### config.mk
export PLATFORM = sky130hd
export DESIGN_NAME = id_stage
export DESIGN_NICKNAME = d
export VERILOG_FILES = /design/src/design/rv_isa_pkg.sv /design/src/design/id_pipe_pkg.sv /design/src/design/id_stage.sv /design/src/design/id_ex_pipe_reg.sv /design/src/design/id_operand_sel.sv /design/src/design/id_decoder.sv
export SDC_FILE = /design/constraint.sdc
export NUM_CORES = 1
export LEC_CHECK = 0
export BUFFER_PORTS_ARGS = -buffer_cell sky130_fd_sc_hd__buf_4
export CAP_MARGIN = 30
export CORE_MARGIN = 2
export CORE_UTILIZATION = 40
export DETAILED_ROUTE_END_ITERATION = 12
export PLACE_DENSITY = 0.74
export SYNTH_ARGS = -nofsm -noshare
export SYNTH_HDL_FRONTEND = slang
export SYNTH_SLANG_ARGS = --single-unit
### constraint.sdc
create_clock -name clk -period 4.2 [get_ports clk]
set_input_delay 0.21 -clock clk [delete_from_list [all_inputs] [get_ports clk]]
set_output_delay 0.21 -clock clk [all_outputs]
set_load 0.01 [all_outputs]
### src/design/rv_isa_pkg.sv
// RV32I encoding definitions, imported by every decode stage RTL file
package rv_isa_pkg;

  // Data and address width
  localparam int unsigned XLEN = 32;

  typedef logic [XLEN-1:0] word_t;
  typedef logic [4:0]      rf_addr_t;

  // Major opcodes handled by the stage, anything else is illegal
  typedef enum logic [6:0] {
    OPC_LOAD   = 7'h03,
    OPC_OPIMM  = 7'h13,
    OPC_AUIPC  = 7'h17,
    OPC_STORE  = 7'h23,
    OPC_OP     = 7'h33,
    OPC_LUI    = 7'h37,
    OPC_BRANCH = 7'h63,
    OPC_JALR   = 7'h67,
    OPC_JAL    = 7'h6f
  } opcode_e;

  ////////////////////////////////////////////////////////////////////
  // Encoding formats, all 32 bits wide
  ////////////////////////////////////////////////////////////////////

  // Register-register, also gives funct7 for shift immediates
  typedef struct packed {
    logic [6:0] funct7;
    rf_addr_t   rs2;
    rf_addr_t   rs1;
    logic [2:0] funct3;
    rf_addr_t   rd;
    logic [6:0] opcode;
  } instr_r_t;

  // Immediate, loads and JALR
  typedef struct packed {
    logic [11:0] imm;
    rf_addr_t    rs1;
    logic [2:0]  funct3;
    rf_addr_t    rd;
    logic [6:0]  opcode;
  } instr_i_t;

  // Stores; branches reuse this split immediate
  typedef struct packed {
    logic [6:0] imm_hi;
    rf_addr_t   rs2;
    rf_addr_t   rs1;
    logic [2:0] funct3;
    logic [4:0] imm_lo;
    logic [6:0] opcode;
  } instr_s_t;

  // Upper immediate; JAL reuses the 20-bit field
  typedef struct packed {
    logic [19:0] imm;
    rf_addr_t    rd;
    logic [6:0]  opcode;
  } instr_u_t;

  // One instruction word seen through each format
  typedef union packed {
    instr_r_t r;
    instr_i_t i;
    instr_s_t s;
    instr_u_t u;
  } instr_u;

  // Return address step, no compressed instructions
  localparam word_t PC_INCR = 32'd4;

endpackage
### src/design/id_pipe_pkg.sv
// Decode stage pipeline types: mux selects, ALU operators and stage structs
package id_pipe_pkg;

  import rv_isa_pkg::*;

  // ALU operators, branch compares included
  typedef enum logic [3:0] {
    ALU_ADD, ALU_SUB, ALU_SLL, ALU_SRL,
    ALU_SRA, ALU_SLT, ALU_SLTU, ALU_XOR,
    ALU_OR, ALU_AND, ALU_EQ, ALU_NE,
    ALU_LT, ALU_GE, ALU_LTU, ALU_GEU
  } alu_opcode_e;

  ////////////////////////////////////////////////////////////////////
  // Mux selects
  ////////////////////////////////////////////////////////////////////

  typedef enum logic [1:0] {
    OP_A_REGA_OR_FWD, OP_A_CURRPC, OP_A_ZERO, OP_A_NONE
  } op_a_sel_e;

  typedef enum logic [1:0] {
    OP_B_REGB_OR_FWD, OP_B_IMM, OP_B_NONE
  } op_b_sel_e;

  // Operand C carries store data or branch target
  typedef enum logic [1:0] {
    OP_C_REGB_OR_FWD, OP_C_BCH, OP_C_NONE
  } op_c_sel_e;

  typedef enum logic [2:0] {
    IMMB_I, IMMB_S, IMMB_U, IMMB_PCINCR
  } imm_b_sel_e;

  // Target adder input
  typedef enum logic [1:0] {
    BCH_JMP_JAL, BCH_JMP_JALR, BCH_JMP_BCH
  } bch_jmp_sel_e;

  typedef enum logic [1:0] {
    SEL_FW_EX, SEL_FW_WB, SEL_REGFILE
  } fw_sel_e;

  typedef enum logic [1:0] {
    LSU_BYTE, LSU_HALF, LSU_WORD
  } lsu_size_e;

  ////////////////////////////////////////////////////////////////////
  // Stage structs
  ////////////////////////////////////////////////////////////////////

  typedef struct packed {
    logic   instr_valid;
    word_t  pc;
    instr_u instr;
  } if_id_pipe_t;

  // Controller levels and forwarding selects
  typedef struct packed {
    logic    kill_id;
    logic    halt_id;
    fw_sel_e op_a_fw_sel;
    fw_sel_e op_b_fw_sel;
    fw_sel_e jalr_fw_sel;
  } ctrl_t;

  // Decoder outputs
  typedef struct packed {
    logic         alu_en;
    logic         alu_bch;
    logic         alu_jmp;
    alu_opcode_e  alu_operator;
    op_a_sel_e    op_a_sel;
    op_b_sel_e    op_b_sel;
    op_c_sel_e    op_c_sel;
    imm_b_sel_e   imm_b_sel;
    bch_jmp_sel_e bch_jmp_sel;
    logic         lsu_en;
    logic         lsu_we;
    lsu_size_e    lsu_size;
    logic         lsu_sext;
    logic [1:0]   rf_re;
    logic         rf_we;
    logic         illegal_insn;
  } dec_t;

  // Decoder output with no unit enabled and no operand used
  localparam dec_t DEC_IDLE = '{
    alu_operator: ALU_ADD,
    op_a_sel:     OP_A_NONE,
    op_b_sel:     OP_B_NONE,
    op_c_sel:     OP_C_NONE,
    imm_b_sel:    IMMB_I,
    bch_jmp_sel:  BCH_JMP_JAL,
    lsu_size:     LSU_BYTE,
    rf_re:        2'b00,
    default:      1'b0
  };

  typedef struct packed {
    logic        instr_valid;
    word_t       pc;
    logic        alu_en;
    logic        alu_bch;
    logic        alu_jmp;
    alu_opcode_e alu_operator;
    word_t       operand_a;
    word_t       operand_b;
    word_t       operand_c;
    logic        lsu_en;
    logic        lsu_we;
    lsu_size_e   lsu_size;
    logic        lsu_sext;
    logic        rf_we;
    rf_addr_t    rf_waddr;
    logic        illegal_insn;
  } id_ex_pipe_t;

endpackage

### src/design/id_stage.sv
// RV32I decode stage top, chains decoder, operand selection and the ID/EX register
module id_stage (
  input  logic                     clk,
  input  logic                     rst_n,
  input  id_pipe_pkg::if_id_pipe_t if_id_pipe_i,
  input  id_pipe_pkg::ctrl_t       ctrl_i,
  input  rv_isa_pkg::word_t        rf_rdata_a_i,
  input  rv_isa_pkg::word_t        rf_rdata_b_i,
  input  rv_isa_pkg::word_t        fw_ex_data_i,
  input  rv_isa_pkg::word_t        fw_wb_data_i,
  input  logic                     ex_ready_i,
  output rv_isa_pkg::rf_addr_t     rf_raddr_a_o,
  output rv_isa_pkg::rf_addr_t     rf_raddr_b_o,
  output logic [1:0]               rf_re_o,
  output rv_isa_pkg::word_t        jmp_target_o,
  output logic                     id_ready_o,
  output logic                     id_valid_o,
  output id_pipe_pkg::id_ex_pipe_t id_ex_pipe_o
);

  import rv_isa_pkg::*;
  import id_pipe_pkg::*;

  dec_t  dec;
  word_t operand_a;
  word_t operand_b;
  word_t operand_c;

  // Source registers sit at fixed bits in every format
  assign rf_raddr_a_o = if_id_pipe_i.instr.r.rs1;
  assign rf_raddr_b_o = if_id_pipe_i.instr.r.rs2;
  assign rf_re_o      = dec.rf_re;

  id_decoder u_decoder (
    .instr_i (if_id_pipe_i.instr),
    .dec_o   (dec)
  );

  id_operand_sel u_operand_sel (
    .instr_i      (if_id_pipe_i.instr),
    .pc_i         (if_id_pipe_i.pc),
    .dec_i        (dec),
    .ctrl_i       (ctrl_i),
    .rf_rdata_a_i (rf_rdata_a_i),
    .rf_rdata_b_i (rf_rdata_b_i),
    .fw_ex_data_i (fw_ex_data_i),
    .fw_wb_data_i (fw_wb_data_i),
    .operand_a_o  (operand_a),
    .operand_b_o  (operand_b),
    .operand_c_o  (operand_c),
    .jmp_target_o (jmp_target_o)
  );

  id_ex_pipe_reg u_pipe_reg (
    .clk          (clk),
    .rst_n        (rst_n),
    .if_id_pipe_i (if_id_pipe_i),
    .ctrl_i       (ctrl_i),
    .dec_i        (dec),
    .operand_a_i  (operand_a),
    .operand_b_i  (operand_b),
    .operand_c_i  (operand_c),
    .ex_ready_i   (ex_ready_i),
    .id_ready_o   (id_ready_o),
    .id_valid_o   (id_valid_o),
    .id_ex_pipe_o (id_ex_pipe_o)
  );

endmodule

### src/design/id_ex_pipe_reg.sv
// Stage ready/valid and the ID/EX register with per-unit field hold
module id_ex_pipe_reg (
  input  logic                     clk,
  input  logic                     rst_n,
  input  id_pipe_pkg::if_id_pipe_t if_id_pipe_i,
  input  id_pipe_pkg::ctrl_t       ctrl_i,
  input  id_pipe_pkg::dec_t        dec_i,
  input  rv_isa_pkg::word_t        operand_a_i,
  input  rv_isa_pkg::word_t        operand_b_i,
  input  rv_isa_pkg::word_t        operand_c_i,
  input  logic                     ex_ready_i,
  output logic                     id_ready_o,
  output logic                     id_valid_o,
  output id_pipe_pkg::id_ex_pipe_t id_ex_pipe_o
);

  import id_pipe_pkg::*;

  logic transfer;

  //////////////////////////////////////////////////////////////////////
  // Stage handshake
  //////////////////////////////////////////////////////////////////////

  // Kill and halt both suppress valid
  assign id_valid_o = if_id_pipe_i.instr_valid && !ctrl_i.kill_id && !ctrl_i.halt_id;
  // Kill frees the stage regardless of EX
  assign id_ready_o = ctrl_i.kill_id || (ex_ready_i && !ctrl_i.halt_id);
  assign transfer   = id_valid_o && ex_ready_i;

  //////////////////////////////////////////////////////////////////////
  // ID/EX register
  //////////////////////////////////////////////////////////////////////
  always_ff @(posedge clk or negedge rst_n) begin
    if (!rst_n) begin
      id_ex_pipe_o <= '0;
    end else if (transfer) begin
      id_ex_pipe_o.instr_valid  <= 1'b1;
      id_ex_pipe_o.pc           <= if_id_pipe_i.pc;
      id_ex_pipe_o.alu_operator <= dec_i.alu_operator;
      id_ex_pipe_o.illegal_insn <= dec_i.illegal_insn;

      // Operands only when the instruction uses them
      if (dec_i.op_a_sel != OP_A_NONE) begin
        id_ex_pipe_o.operand_a <= operand_a_i;
      end
      if (dec_i.op_b_sel != OP_B_NONE) begin
        id_ex_pipe_o.operand_b <= operand_b_i;
      end
      if (dec_i.op_c_sel != OP_C_NONE) begin
        id_ex_pipe_o.operand_c <= operand_c_i;
      end

      // ALU flags
      id_ex_pipe_o.alu_en <= dec_i.alu_en;
      if (dec_i.alu_en) begin
        id_ex_pipe_o.alu_bch <= dec_i.alu_bch;
        id_ex_pipe_o.alu_jmp <= dec_i.alu_jmp;
      end

      // LSU detail
      id_ex_pipe_o.lsu_en <= dec_i.lsu_en;
      if (dec_i.lsu_en) begin
        id_ex_pipe_o.lsu_we   <= dec_i.lsu_we;
        id_ex_pipe_o.lsu_size <= dec_i.lsu_size;
        id_ex_pipe_o.lsu_sext <= dec_i.lsu_sext;
      end

      // Writeback
      id_ex_pipe_o.rf_we <= dec_i.rf_we;
      if (dec_i.rf_we) begin
        id_ex_pipe_o.rf_waddr <= if_id_pipe_i.instr.r.rd;
      end
    end else if (ex_ready_i) begin
      // Bubble into EX
      id_ex_pipe_o.instr_valid <= 1'b0;
    end
  end

  //////////////////////////////////////////////////////////////////////
  // Assertions
  //////////////////////////////////////////////////////////////////////

  // A killed instruction never reaches EX
  a_kill_no_valid : assert property (@(posedge clk) disable iff (!rst_n)
    ctrl_i.kill_id && ex_ready_i |=> !id_ex_pipe_o.instr_valid);

  // Back-pressure freezes the whole register
  a_hold_on_stall : assert property (@(posedge clk) disable iff (!rst_n)
    !ex_ready_i |=> $stable(id_ex_pipe_o));

endmodule

### src/design/id_operand_sel.sv
// Immediate generation, forwarding and operand muxes, plus the branch/jump target adder
module id_operand_sel (
  input  rv_isa_pkg::instr_u instr_i,
  input  rv_isa_pkg::word_t  pc_i,
  input  id_pipe_pkg::dec_t  dec_i,
  input  id_pipe_pkg::ctrl_t ctrl_i,
  input  rv_isa_pkg::word_t  rf_rdata_a_i,
  input  rv_isa_pkg::word_t  rf_rdata_b_i,
  input  rv_isa_pkg::word_t  fw_ex_data_i,
  input  rv_isa_pkg::word_t  fw_wb_data_i,
  output rv_isa_pkg::word_t  operand_a_o,
  output rv_isa_pkg::word_t  operand_b_o,
  output rv_isa_pkg::word_t  operand_c_o,
  output rv_isa_pkg::word_t  jmp_target_o
);

  import rv_isa_pkg::*;
  import id_pipe_pkg::*;

  word_t imm_i;
  word_t imm_s;
  word_t imm_sb;
  word_t imm_u;
  word_t imm_uj;
  word_t imm_b;
  word_t op_a_fw;
  word_t op_b_fw;
  word_t jalr_fw;
  word_t tgt_base;
  word_t tgt_offs;
  word_t tgt_sum;

  // One forwarding choice per source operand
  function automatic word_t fw_mux(fw_sel_e sel, word_t ex, word_t wb, word_t rf);
    case (sel)
      SEL_FW_EX: return ex;
      SEL_FW_WB: return wb;
      default:   return rf;
    endcase
  endfunction

  //////////////////////////////////////////////////////////////////////
  // Sign extended immediates
  //////////////////////////////////////////////////////////////////////
  assign imm_i  = {{20{instr_i.i.imm[11]}}, instr_i.i.imm};
  assign imm_s  = {{20{instr_i.s.imm_hi[6]}}, instr_i.s.imm_hi, instr_i.s.imm_lo};
  // B format shuffles the S immediate bits
  assign imm_sb = {{19{instr_i.s.imm_hi[6]}}, instr_i.s.imm_hi[6], instr_i.s.imm_lo[0],
                   instr_i.s.imm_hi[5:0], instr_i.s.imm_lo[4:1], 1'b0};
  assign imm_u  = {instr_i.u.imm, 12'b0};
  // J format shuffles the U immediate bits
  assign imm_uj = {{12{instr_i.u.imm[19]}}, instr_i.u.imm[7:0], instr_i.u.imm[8],
                   instr_i.u.imm[18:9], 1'b0};

  //////////////////////////////////////////////////////////////////////
  // Forwarding
  //////////////////////////////////////////////////////////////////////
  assign op_a_fw = fw_mux(ctrl_i.op_a_fw_sel, fw_ex_data_i, fw_wb_data_i, rf_rdata_a_i);
  assign op_b_fw = fw_mux(ctrl_i.op_b_fw_sel, fw_ex_data_i, fw_wb_data_i, rf_rdata_b_i);
  // Jump base never comes from EX, the controller stalls instead
  assign jalr_fw = (ctrl_i.jalr_fw_sel == SEL_FW_WB) ? fw_wb_data_i : rf_rdata_a_i;

  //////////////////////////////////////////////////////////////////////
  // Target adder, shared by JAL, JALR and branches
  //////////////////////////////////////////////////////////////////////
  always_comb begin
    tgt_base = pc_i;
    case (dec_i.bch_jmp_sel)
      BCH_JMP_JALR: begin
        tgt_base = jalr_fw;
        tgt_offs = imm_i;
      end
      BCH_JMP_BCH: tgt_offs = imm_sb;
      default:     tgt_offs = imm_uj;
    endcase
  end

  assign tgt_sum = tgt_base + tgt_offs;
  // JALR clears the low target bit
  assign jmp_target_o = (dec_i.bch_jmp_sel == BCH_JMP_JALR) ? {tgt_sum[XLEN-1:1], 1'b0} : tgt_sum;

  //////////////////////////////////////////////////////////////////////
  // Operand muxes
  //////////////////////////////////////////////////////////////////////
  always_comb begin
    case (dec_i.imm_b_sel)
      IMMB_S:      imm_b = imm_s;
      IMMB_U:      imm_b = imm_u;
      IMMB_PCINCR: imm_b = PC_INCR;
      default:     imm_b = imm_i;
    endcase
  end

  always_comb begin
    case (dec_i.op_a_sel)
      OP_A_CURRPC: operand_a_o = pc_i;
      OP_A_ZERO:   operand_a_o = '0;
      default:     operand_a_o = op_a_fw;
    endcase
  end

  assign operand_b_o = (dec_i.op_b_sel == OP_B_IMM) ? imm_b : op_b_fw;
  // Branch target rides along in operand C
  assign operand_c_o = (dec_i.op_c_sel == OP_C_BCH) ? tgt_sum : op_b_fw;

endmodule

### src/design/id_decoder.sv
// RV32I opcode decoder, turns the ID instruction into unit enables and mux selects
module id_decoder (
  input  rv_isa_pkg::instr_u instr_i,
  output id_pipe_pkg::dec_t  dec_o
);

  import rv_isa_pkg::*;
  import id_pipe_pkg::*;

  logic [2:0] funct3;
  logic       funct7_b5;
  logic       is_op;

  assign funct3    = instr_i.r.funct3;
  // Selects SUB and SRA
  assign funct7_b5 = instr_i.r.funct7[5];
  assign is_op     = instr_i.r.opcode == OPC_OP;

  always_comb begin
    dec_o = DEC_IDLE;

    case (instr_i.r.opcode)
      ////////////////////////////////////////////////////////////////////
      // Integer register and immediate arithmetic
      ////////////////////////////////////////////////////////////////////
      OPC_OP, OPC_OPIMM: begin
        dec_o.alu_en   = 1'b1;
        dec_o.rf_we    = 1'b1;
        dec_o.op_a_sel = OP_A_REGA_OR_FWD;
        if (is_op) begin
          dec_o.op_b_sel = OP_B_REGB_OR_FWD;
          dec_o.rf_re    = 2'b11;
        end else begin
          dec_o.op_b_sel = OP_B_IMM;
          dec_o.rf_re    = 2'b01;
        end
        case (funct3)
          // Immediate bit 10 is not a SUB flag for ADDI
          3'b000:  dec_o.alu_operator = (is_op && funct7_b5) ? ALU_SUB : ALU_ADD;
          3'b001:  dec_o.alu_operator = ALU_SLL;
          3'b010:  dec_o.alu_operator = ALU_SLT;
          3'b011:  dec_o.alu_operator = ALU_SLTU;
          3'b100:  dec_o.alu_operator = ALU_XOR;
          3'b101:  dec_o.alu_operator = funct7_b5 ? ALU_SRA : ALU_SRL;
          3'b110:  dec_o.alu_operator = ALU_OR;
          default: dec_o.alu_operator = ALU_AND;
        endcase
      end

      // Upper immediates, added to zero or to the PC
      OPC_LUI, OPC_AUIPC: begin
        dec_o.alu_en    = 1'b1;
        dec_o.rf_we     = 1'b1;
        dec_o.op_a_sel  = (instr_i.r.opcode == OPC_LUI) ? OP_A_ZERO : OP_A_CURRPC;
        dec_o.op_b_sel  = OP_B_IMM;
        dec_o.imm_b_sel = IMMB_U;
      end

      ////////////////////////////////////////////////////////////////////
      // Jumps and branches
      ////////////////////////////////////////////////////////////////////
      OPC_JAL, OPC_JALR: begin
        // Link value PC + 4 computed in the ALU
        dec_o.alu_en    = 1'b1;
        dec_o.alu_jmp   = 1'b1;
        dec_o.rf_we     = 1'b1;
        dec_o.op_a_sel  = OP_A_CURRPC;
        dec_o.op_b_sel  = OP_B_IMM;
        dec_o.imm_b_sel = IMMB_PCINCR;
        if (instr_i.r.opcode == OPC_JALR) begin
          dec_o.bch_jmp_sel = BCH_JMP_JALR;
          dec_o.rf_re       = 2'b01;
        end
      end

      OPC_BRANCH: begin
        dec_o.alu_en      = 1'b1;
        dec_o.alu_bch     = 1'b1;
        dec_o.op_a_sel    = OP_A_REGA_OR_FWD;
        dec_o.op_b_sel    = OP_B_REGB_OR_FWD;
        dec_o.op_c_sel    = OP_C_BCH;
        dec_o.bch_jmp_sel = BCH_JMP_BCH;
        dec_o.rf_re       = 2'b11;
        case (funct3)
          3'b000:  dec_o.alu_operator = ALU_EQ;
          3'b001:  dec_o.alu_operator = ALU_NE;
          3'b100:  dec_o.alu_operator = ALU_LT;
          3'b101:  dec_o.alu_operator = ALU_GE;
          3'b110:  dec_o.alu_operator = ALU_LTU;
          3'b111:  dec_o.alu_operator = ALU_GEU;
          default: dec_o.illegal_insn = 1'b1;
        endcase
      end

      ////////////////////////////////////////////////////////////////////
      // Loads and stores, address is rs1 plus immediate
      ////////////////////////////////////////////////////////////////////
      OPC_LOAD: begin
        dec_o.lsu_en    = 1'b1;
        dec_o.rf_we     = 1'b1;
        dec_o.op_a_sel  = OP_A_REGA_OR_FWD;
        dec_o.op_b_sel  = OP_B_IMM;
        dec_o.rf_re     = 2'b01;
        dec_o.lsu_size  = lsu_size_e'(funct3[1:0]);
        // LBU and LHU zero extend
        dec_o.lsu_sext  = !funct3[2];
        if (funct3[1:0] == 2'b11 || funct3 == 3'b110) begin
          dec_o.illegal_insn = 1'b1;
        end
      end

      OPC_STORE: begin
        dec_o.lsu_en    = 1'b1;
        dec_o.lsu_we    = 1'b1;
        dec_o.op_a_sel  = OP_A_REGA_OR_FWD;
        dec_o.op_b_sel  = OP_B_IMM;
        dec_o.imm_b_sel = IMMB_S;
        // Store data
        dec_o.op_c_sel  = OP_C_REGB_OR_FWD;
        dec_o.rf_re     = 2'b11;
        dec_o.lsu_size  = lsu_size_e'(funct3[1:0]);
        if (funct3[2] || funct3[1:0] == 2'b11) begin
          dec_o.illegal_insn = 1'b1;
        end
      end

      default: dec_o.illegal_insn = 1'b1;
    endcase

    // Illegal words use no unit; both ports read speculatively
    if (dec_o.illegal_insn) begin
      dec_o              = DEC_IDLE;
      dec_o.rf_re        = 2'b11;
      dec_o.illegal_insn = 1'b1;
    end

    // At most one execution unit per instruction
    a_alu_lsu_excl : assert (!(dec_o.alu_en && dec_o.lsu_en));
  end

endmodule

# After elaboration in Yosys (flattened, before gate mapping)
# Cells that the tools add are included.
dict set report totals {
  regBits 148
  out_inout_bits 194
}
dict set report classes {
  reduce_logical 30
  n_addsub 1
  eq_ne 32
  muxes 39
}
# cell n
set op_table {}
lappend op_table {{$pmux W32 S2} 3}
lappend op_table {{$mux W32} 4}
lappend op_table {{$pmux W32 S3} 1}
lappend op_table {{$pmux W20 S2} 1}
lappend op_table {{$add A32 B32 Y32} 1}
lappend op_table {{$pmux W4 S7} 1}
lappend op_table {{$mux W27} 1}
lappend op_table {{$pmux W4 S6} 1}
lappend op_table {{$eq A7 B6 Y1 const B} 3}
lappend op_table {{$eq A7 B7 Y1 const B} 3}
lappend op_table {{$pmux W4 S5} 1}
lappend op_table {{$mux W1} 16}
lappend op_table {{$eq A2 B1 Y1 const B} 7}
lappend op_table {{$eq A7 B5 Y1 const B} 2}
lappend op_table {{$reduce_or A7 Y1} 2}
lappend op_table {{$eq A3 B2 Y1 const B} 4}
lappend op_table {{$eq A3 B3 Y1 const B} 4}
lappend op_table {{$reduce_and A2 Y1} 6}
lappend op_table {{$reduce_or A6 Y1} 2}
lappend op_table {{$reduce_or A2 Y1} 5}
lappend op_table {{$pmux W2 S2} 2}
lappend op_table {{$pmux W2 S4} 1}
lappend op_table {{$pmux W4 S2} 1}
lappend op_table {{$eq A7 B2 Y1 const B} 1}
lappend op_table {{other kinds (13)} 29}

# Depth between registers and ports, before layout
dict set report logic_depth {
  depth_word 10
  depth_mapped 22
  ltp_nobuf 18
}

# Modules after synthesis
# A second synthesis with hierarchy kept.
dict set report hier_totals {
  hier_cells 1302
  area_unflattened_um2 11363.4
}
# mod area_per_inst_um2 n_inst seq_area_each_um2 cells_per_inst
set modules_own_cells {}
lappend modules_own_cells {id_ex_pipe_reg 5601.6 1 3703.6 406}
lappend modules_own_cells {id_operand_sel 5144.9 1 0.0 796}
lappend modules_own_cells {id_decoder 541.8 1 0.0 90}
lappend modules_own_cells {id_stage 75.1 1 0.0 10}

# Least setup slack after synthesis
# Ideal clock, no wire load.
dict set report synth_timing {
  path_type {in2reg}
  from {input if_id_pipe_i[3] (netlist bit)}
  to {register, netlist name u_pipe_reg.id_ex_pipe_o[43]}
  setup_time_ps 126
  stages 20
  arrival_ps 4291
  slack_ps -217
  required_ps 4074
  path_cell_list {nand3b_4 nor3_2 nand2_1 or2_2 clkbuf_1 ha_1 clkbuf_1 clkbuf_1 nor2_1 a21oi_1 ha_1 buf_2 nand4_1 or3_1 a2bb2oi_1 a31oi_2 nor2_1 o211a_1 xnor2_1 a221o_1}
}
dict set report synth_via {
  elab_chain_len 8
  elab_cells_between_ends 25
  cone_classes {1 x add/sub; 13 x eq/ne; 8 x mux; 3 x reduce/logical}
}
# item line
set synth_lines {}
lappend synth_lines {{start: declaration} id_stage.sv:5} ;# input id_pipe_pkg::if_id_pipe_t if_id_pipe_i,
lappend synth_lines {{$eq A7 B5 Y1 (tied with other cells)} id_decoder.sv:22} ;# case (instr_i.r.opcode)
lappend synth_lines {{$reduce_or A6 Y1 (no line) (tied with other cells)} n/a}
lappend synth_lines {{$pmux W1 S4 / $pmux W2 S2 (equally long branches)} id_decoder.sv:22}
lappend synth_lines {{$mux W27 (*)} id_decoder.sv:131} ;# if (dec_o.illegal_insn) begin
lappend synth_lines {{$eq A2 B2 Y1 / $eq A2 B1 Y1 (equally long branches)} id_operand_sel.sv:68} ;# case (dec_i.bch_jmp_sel)
lappend synth_lines {{$pmux W20 S2 / $mux W32 (equally long branches)} id_operand_sel.sv:68}
lappend synth_lines {{$add A32 B32 Y32 (*)} id_operand_sel.sv:78} ;# assign tgt_sum = tgt_base + tgt_offs;
lappend synth_lines {{net jmp_target_o[31]} id_stage.sv:15} ;# output rv_isa_pkg::word_t jmp_target_o,
lappend synth_lines {{$mux W32 (*)} id_operand_sel.sv:104} ;# assign operand_c_o = (dec_i.op_c_sel == OP_C_BCH) ? tgt_sum : op_b_fw;
# Mark *: on every way through the listed nets, which the timed path passes. The rest lies on a longest branch.
# A chain may end at the register's enable or synchronous reset.

# Worst setup path in the final report
dict set report layout_timing {
  from {input if_id_pipe_i[4] (netlist bit)}
  to {output jmp_target_o[24]}
}
dict set report layout_via {
  elab_chain_len 7
  elab_cells_between_ends 20
  cone_classes {1 x add/sub; 11 x eq/ne; 6 x mux; 2 x reduce/logical}
}
# item line
set layout_lines {}
lappend layout_lines {{$eq A7 B5 Y1 (tied with other cells)} id_decoder.sv:22}
lappend layout_lines {{$reduce_or A6 Y1 (no line) (tied with other cells)} n/a}
lappend layout_lines {{$pmux W1 S4 / $pmux W2 S2 (equally long branches)} id_decoder.sv:22}
lappend layout_lines {{$mux W27 (*)} id_decoder.sv:131}
lappend layout_lines {{$eq A2 B2 Y1 / $eq A2 B1 Y1 (equally long branches)} id_operand_sel.sv:68}
lappend layout_lines {{$pmux W20 S2 / $mux W32 (equally long branches)} id_operand_sel.sv:68}
lappend layout_lines {{$add A32 B32 Y32 (*)} id_operand_sel.sv:78}
lappend layout_lines {{end: declaration} id_stage.sv:15}
# Mark *: on every way between the ends. The rest lies on a longest branch, timed or not.

==> key figures <==
Clock network
  • Worst-case clock buffer depth: 2
  • Num Clock Sinks: 148
  • Clock buffer count from CTS: 17
  • H-Tree Level Count: 4
  • Clk_lat worst skew: 0.43 ns
  • Clock-pin transition on the worst setup and hold timing paths: 0.07 ns
  • CTS tree: yes
  • Clock root cell: sky130_fd_sc_hd__clkbuf_16

Floorplan
  • Die Ht: 168 µm
  • DIE WIDTH: 168 µm
  • Number of placement rows: 59
  • Die Outline Area: 28200 µm²
  • Starting density of the core: 0.410
  • Core area: 26200 µm²
  • Number of top-level design ports: 398

Global routing
  • Largest net degree at the start of global routing: 96
  • Global Route Usage Sum: 0.324
  • Global-route wire length before repair: 69.9 mm
  • Number of global-route vias before repair: 12.0k
  • Total congestion overflow: 0
  • Number of antenna violations at the first check in global routing: 1

Cells and area
  • Top library cells by usage in the layout, fill and taps aside: sky130_fd_sc_hd__buf_4, sky130_fd_sc_hd__nand2_1, sky130_fd_sc_hd__nor2_1, sky130_fd_sc_hd__dfrtp_1, sky130_fd_sc_hd__a21oi_1
  • Seq. cell area: 3700 µm²
  • Largest Register: u_pipe_reg.id_ex_pipe_o
  • Post-route design area: 15500 µm²
  • Final antenna diode count: 0
  • Number of nets in the finished design: 2052
  • Leading registers by flop count: u_pipe_reg.id_ex_pipe_o x148
  • Fraction of final layout cells with drive strength greater than 1: 0.340
  • Most common library cell in the layout ignoring fill and taps: sky130_fd_sc_hd__buf_4
  • Total area of multi-input combinational cells: 6640 µm²
  • Total of fill cells in the finished design: 2474
  • Max FFs per register: 148
  • Area delta synth->final: 44.3%

Yosys
  • Compound-gate portion of the synthesized area: 0.235
  • Proportion of synthesized area in mux cells: 0.102
  • Cell count after synthesis: 1370
  • Area share of the largest cell type after synthesis: 0.345
  • Top cells by area in the synthesized netlist: sky130_fd_sc_hd__dfrtp_1, sky130_fd_sc_hd__mux2i_1, sky130_fd_sc_hd__nand2_1, sky130_fd_sc_hd__a21oi_1, sky130_fd_sc_hd__nor2_1
  • Prevailing post-synth register cell: sky130_fd_sc_hd__dfrtp_1
  • Syn avg cell area: 7.84 µm²
  • Number of synthesized flops with an enable pin: 0
  • Sequential share of the synthesized area: 0.345
  • Simple-Gate Fraction of Synth Area: 0.198
  • Post-Synthesis Net Count: 1610
  • Proportion of register bits with asynchronous set or reset after synthesis: 1.00
  • Flip-flop and latch count after synthesis: 148
  • Cell type contributing the most total cell area after synthesis: sky130_fd_sc_hd__dfrtp_1
  • Adder-Cell Fraction of Synth Area: 0.0426
  • Post-synthesis xor/xnor area fraction: 0.0236
  • Combinational family with the most area after synthesis: compound AO/OA/AOI/OAI gates
  • Area of the mapped netlist: 10700 µm²
  • Number of unique standard cell types used by synthesis: 72
  • Warnings, synthesis: 0

Power
  • PD cells: 322 nW/µm²
  • Maximum ir drop on the vdd rail: 0.000238 V
  • Power, Total: 5.00 mW
  • Leakage power total: 8.12 nW

STA
  • Number of hold-slack violations in the final timing report: 0
  • Maximum clock frequency: 241 MHz
  • Tightest hold margin: 0.00547 ns
  • Slew at the pin with the worst max-slew slack: 0.950 ns
  • Final setup skew: 0 ns
  • Number of max-slew violations in the final report: 0
  • Final critical delay including setup and external delays: 4.14 ns
  • Share of the clock period used by the worst path after layout: 0.986
  • Unrepaired setup endpoints after global routing: yes
  • Number of setup violations in the final report: 0
  • Worst slew margin: 0.367

Worst setup path
  • Destination of the critical timing path: jmp_target_o[24]
  • Signal arrival time at the worst endpoint: 3.93 ns
  • Delay contributed by the slowest stage of the critical path: 0.34 ns
  • Reg-to-reg startpoint: u_pipe_reg.id_ex_pipe_o[36]
  • Most used cell, CP: sky130_fd_sc_hd__buf_4
  • Critical Path Start: if_id_pipe_i[4]
  • Flop2flop setup slack: 3.36 ns
  • Slowest cell on the critical path: sky130_fd_sc_hd__o31a_1
  • Reg-to-reg endpoint: u_pipe_reg.id_ex_pipe_o[36]
  • Kind of capture point of the worst setup path: primary output
  • Reg2Reg Depth: 1
  • Startpoint class of the critical path: input port
  • Setup CP Type: input port to primary output
  • Critical Path, Cell by Cell: buf_4 > nand2b_4 > nor3_4 > nand2_2 > or2_4 > ha_4 > or2_2 > a22o_1 > ha_1 > nor2b_1 > o31a_1 > o2111ai_4 > buf_6 > nand2_1 > a21bo_4 > a211oi_4 > xnor2_2 > buf_4
  • Required time worst endpoint: 3.99 ns
  • CP max FO: 4

Routing
  • Antenna-violating nets left: 0
  • First DRT Iteration DRCs: 1003
  • Via count of the routed design: 12.3k
  • Average wire length per cell after detail routing: 21.9 µm
  • DRT Pass-1 Iters: 5
  • Via/cell ratio: 5.68
  • Wirelength, routed: 47.3 mm
  • Detailed-route DRC error count: 0

Outcome
  • Outcome: finished clean

Placed design
  • Routability congestion estimate from global placement: 0.945
  • Placed wire-length estimate after detailed placement: 37.0 mm
  • Placement Cell Area: 14600 µm²
  • Count of input and output buffers: 397

Job
  • Max-Cap Viols: 0

Worst hold path
  • Type of the tightest min-delay check: input port to flip-flop
-- report_power, final --
group	switching (mW)	total (mW)	internal, mW
logic	0.914	1.73	0.815
registers	0.0861	1.66	1.57
clock network	0.694	1.61	0.921
total	1.69	5.00	3.31
-- layout make-up --
class                      count  area share
tap                          335      0.0270
clock inverter                12     0.00928
timing repair buffer         533       0.262
clock buffer                  20      0.0295
inverter                      22     0.00533
sequential                   148       0.239
multi-input combinational   1090       0.428
-- logic make-up (layout without fill, tap and decap cells) --
logic type / Yosys count / after routing
AND/OR/NAND/NOR: 498 / 498
adder cells (fa/ha/maj): 36 / 36
multiplexers: 108 / 108
buffers and inverters: 132 / 587
flip-flops: 148 / 148
AO/OA/AOI/OAI: 419 / 419
XOR/XNOR: 29 / 29
-- layer usage --
layer	vias up	wire [µm]	track usage	share of wire
met5	-	0	0	0
met4	0	1780	0.121	0.038
met3	100	4210	0.0745	0.089
met2	639	22800	0.556	0.48
met1	5832	18600	0.398	0.39
li1	5701	-	-	-
-- critical path: cells and delay by family --
family | cells | cell delay, ns
AOI/OAI and AO/OA | 5 | 1.32
xor gates and xnor gates | 1 | 0.19
adders and majority gates | 2 | 0.54
buffers and inverters | 3 | 0.45
and+or+nand+nor | 7 | 1.21
-- synthesized netlist by cell type (6+ instances only) --
cell                       count
sky130_fd_sc_hd__o21ai_0     111
sky130_fd_sc_hd__clkbuf_1     57
sky130_fd_sc_hd__ha_1         35
sky130_fd_sc_hd__inv_1        21
sky130_fd_sc_hd__xnor2_1      18
sky130_fd_sc_hd__buf_1        22
sky130_fd_sc_hd__o211ai_1      6
sky130_fd_sc_hd__a21oi_1     152
sky130_fd_sc_hd__a221o_1      10
sky130_fd_sc_hd__o21a_1        8
sky130_fd_sc_hd__buf_4        16
sky130_fd_sc_hd__nand3_1       7
sky130_fd_sc_hd__xor2_1       11
sky130_fd_sc_hd__nor2_1      178
sky130_fd_sc_hd__a21o_1       26
sky130_fd_sc_hd__mux2_2        9
sky130_fd_sc_hd__nor3_1       14
sky130_fd_sc_hd__buf_2        13
sky130_fd_sc_hd__a31oi_1      48
sky130_fd_sc_hd__dfrtp_1     148
sky130_fd_sc_hd__nor2b_1       6
sky130_fd_sc_hd__and3_1       14
sky130_fd_sc_hd__nand2_1     242
sky130_fd_sc_hd__mux2i_1      99
sky130_fd_sc_hd__a221oi_1     20
-- metrics by stage --
stage / setup TNS [ns] / std cells / setup slack [ns] / util
2_1_floorplan: 0 / 1370 / 0.00841 / -
3_3_place_gp: -2.76 / 2115 / -0.241 / 0.557
3_5_place_dp: -3.95 / 2115 / -0.262 / 0.557
4_1_cts: 0 / 2154 / 0.00820 / 0.585
5_1_grt: -0.0650 / 2160 / -0.0400 / 0.592
6_report: 0 / 2160 / 0.0570 / 0.592
-- how the worst min path moves through the flow --
stage	start	end	slack, ns	depth (start not counted)
6_report	if_id_pipe_i[60]	u_pipe_reg.id_ex_pipe_o[143]	0.005	3
5_1_grt	if_id_pipe_i[52]	u_pipe_reg.id_ex_pipe_o[135]	0.007	3
4_1_cts	if_id_pipe_i[60]	u_pipe_reg.id_ex_pipe_o[143]	0.0008	3
3_5_place_dp	rst_n	u_pipe_reg.id_ex_pipe_o[8]	0.38	1
3_3_place_gp	rst_n	u_pipe_reg.id_ex_pipe_o[10]	0.37	1
2_1_floorplan	rst_n	u_pipe_reg.id_ex_pipe_o[0]	-0.09	0
-- repair_timing --
action | CTS | global route
gates resized for setup | 14 | 26
hold buffers | 6 | 0
setup endpoints to repair | 19 | 20
setup buffers | 1 | 6
hold endpoints to repair | 98 | 0
pin swaps | 5 | 19
Power figures use the tool's default switching activity.
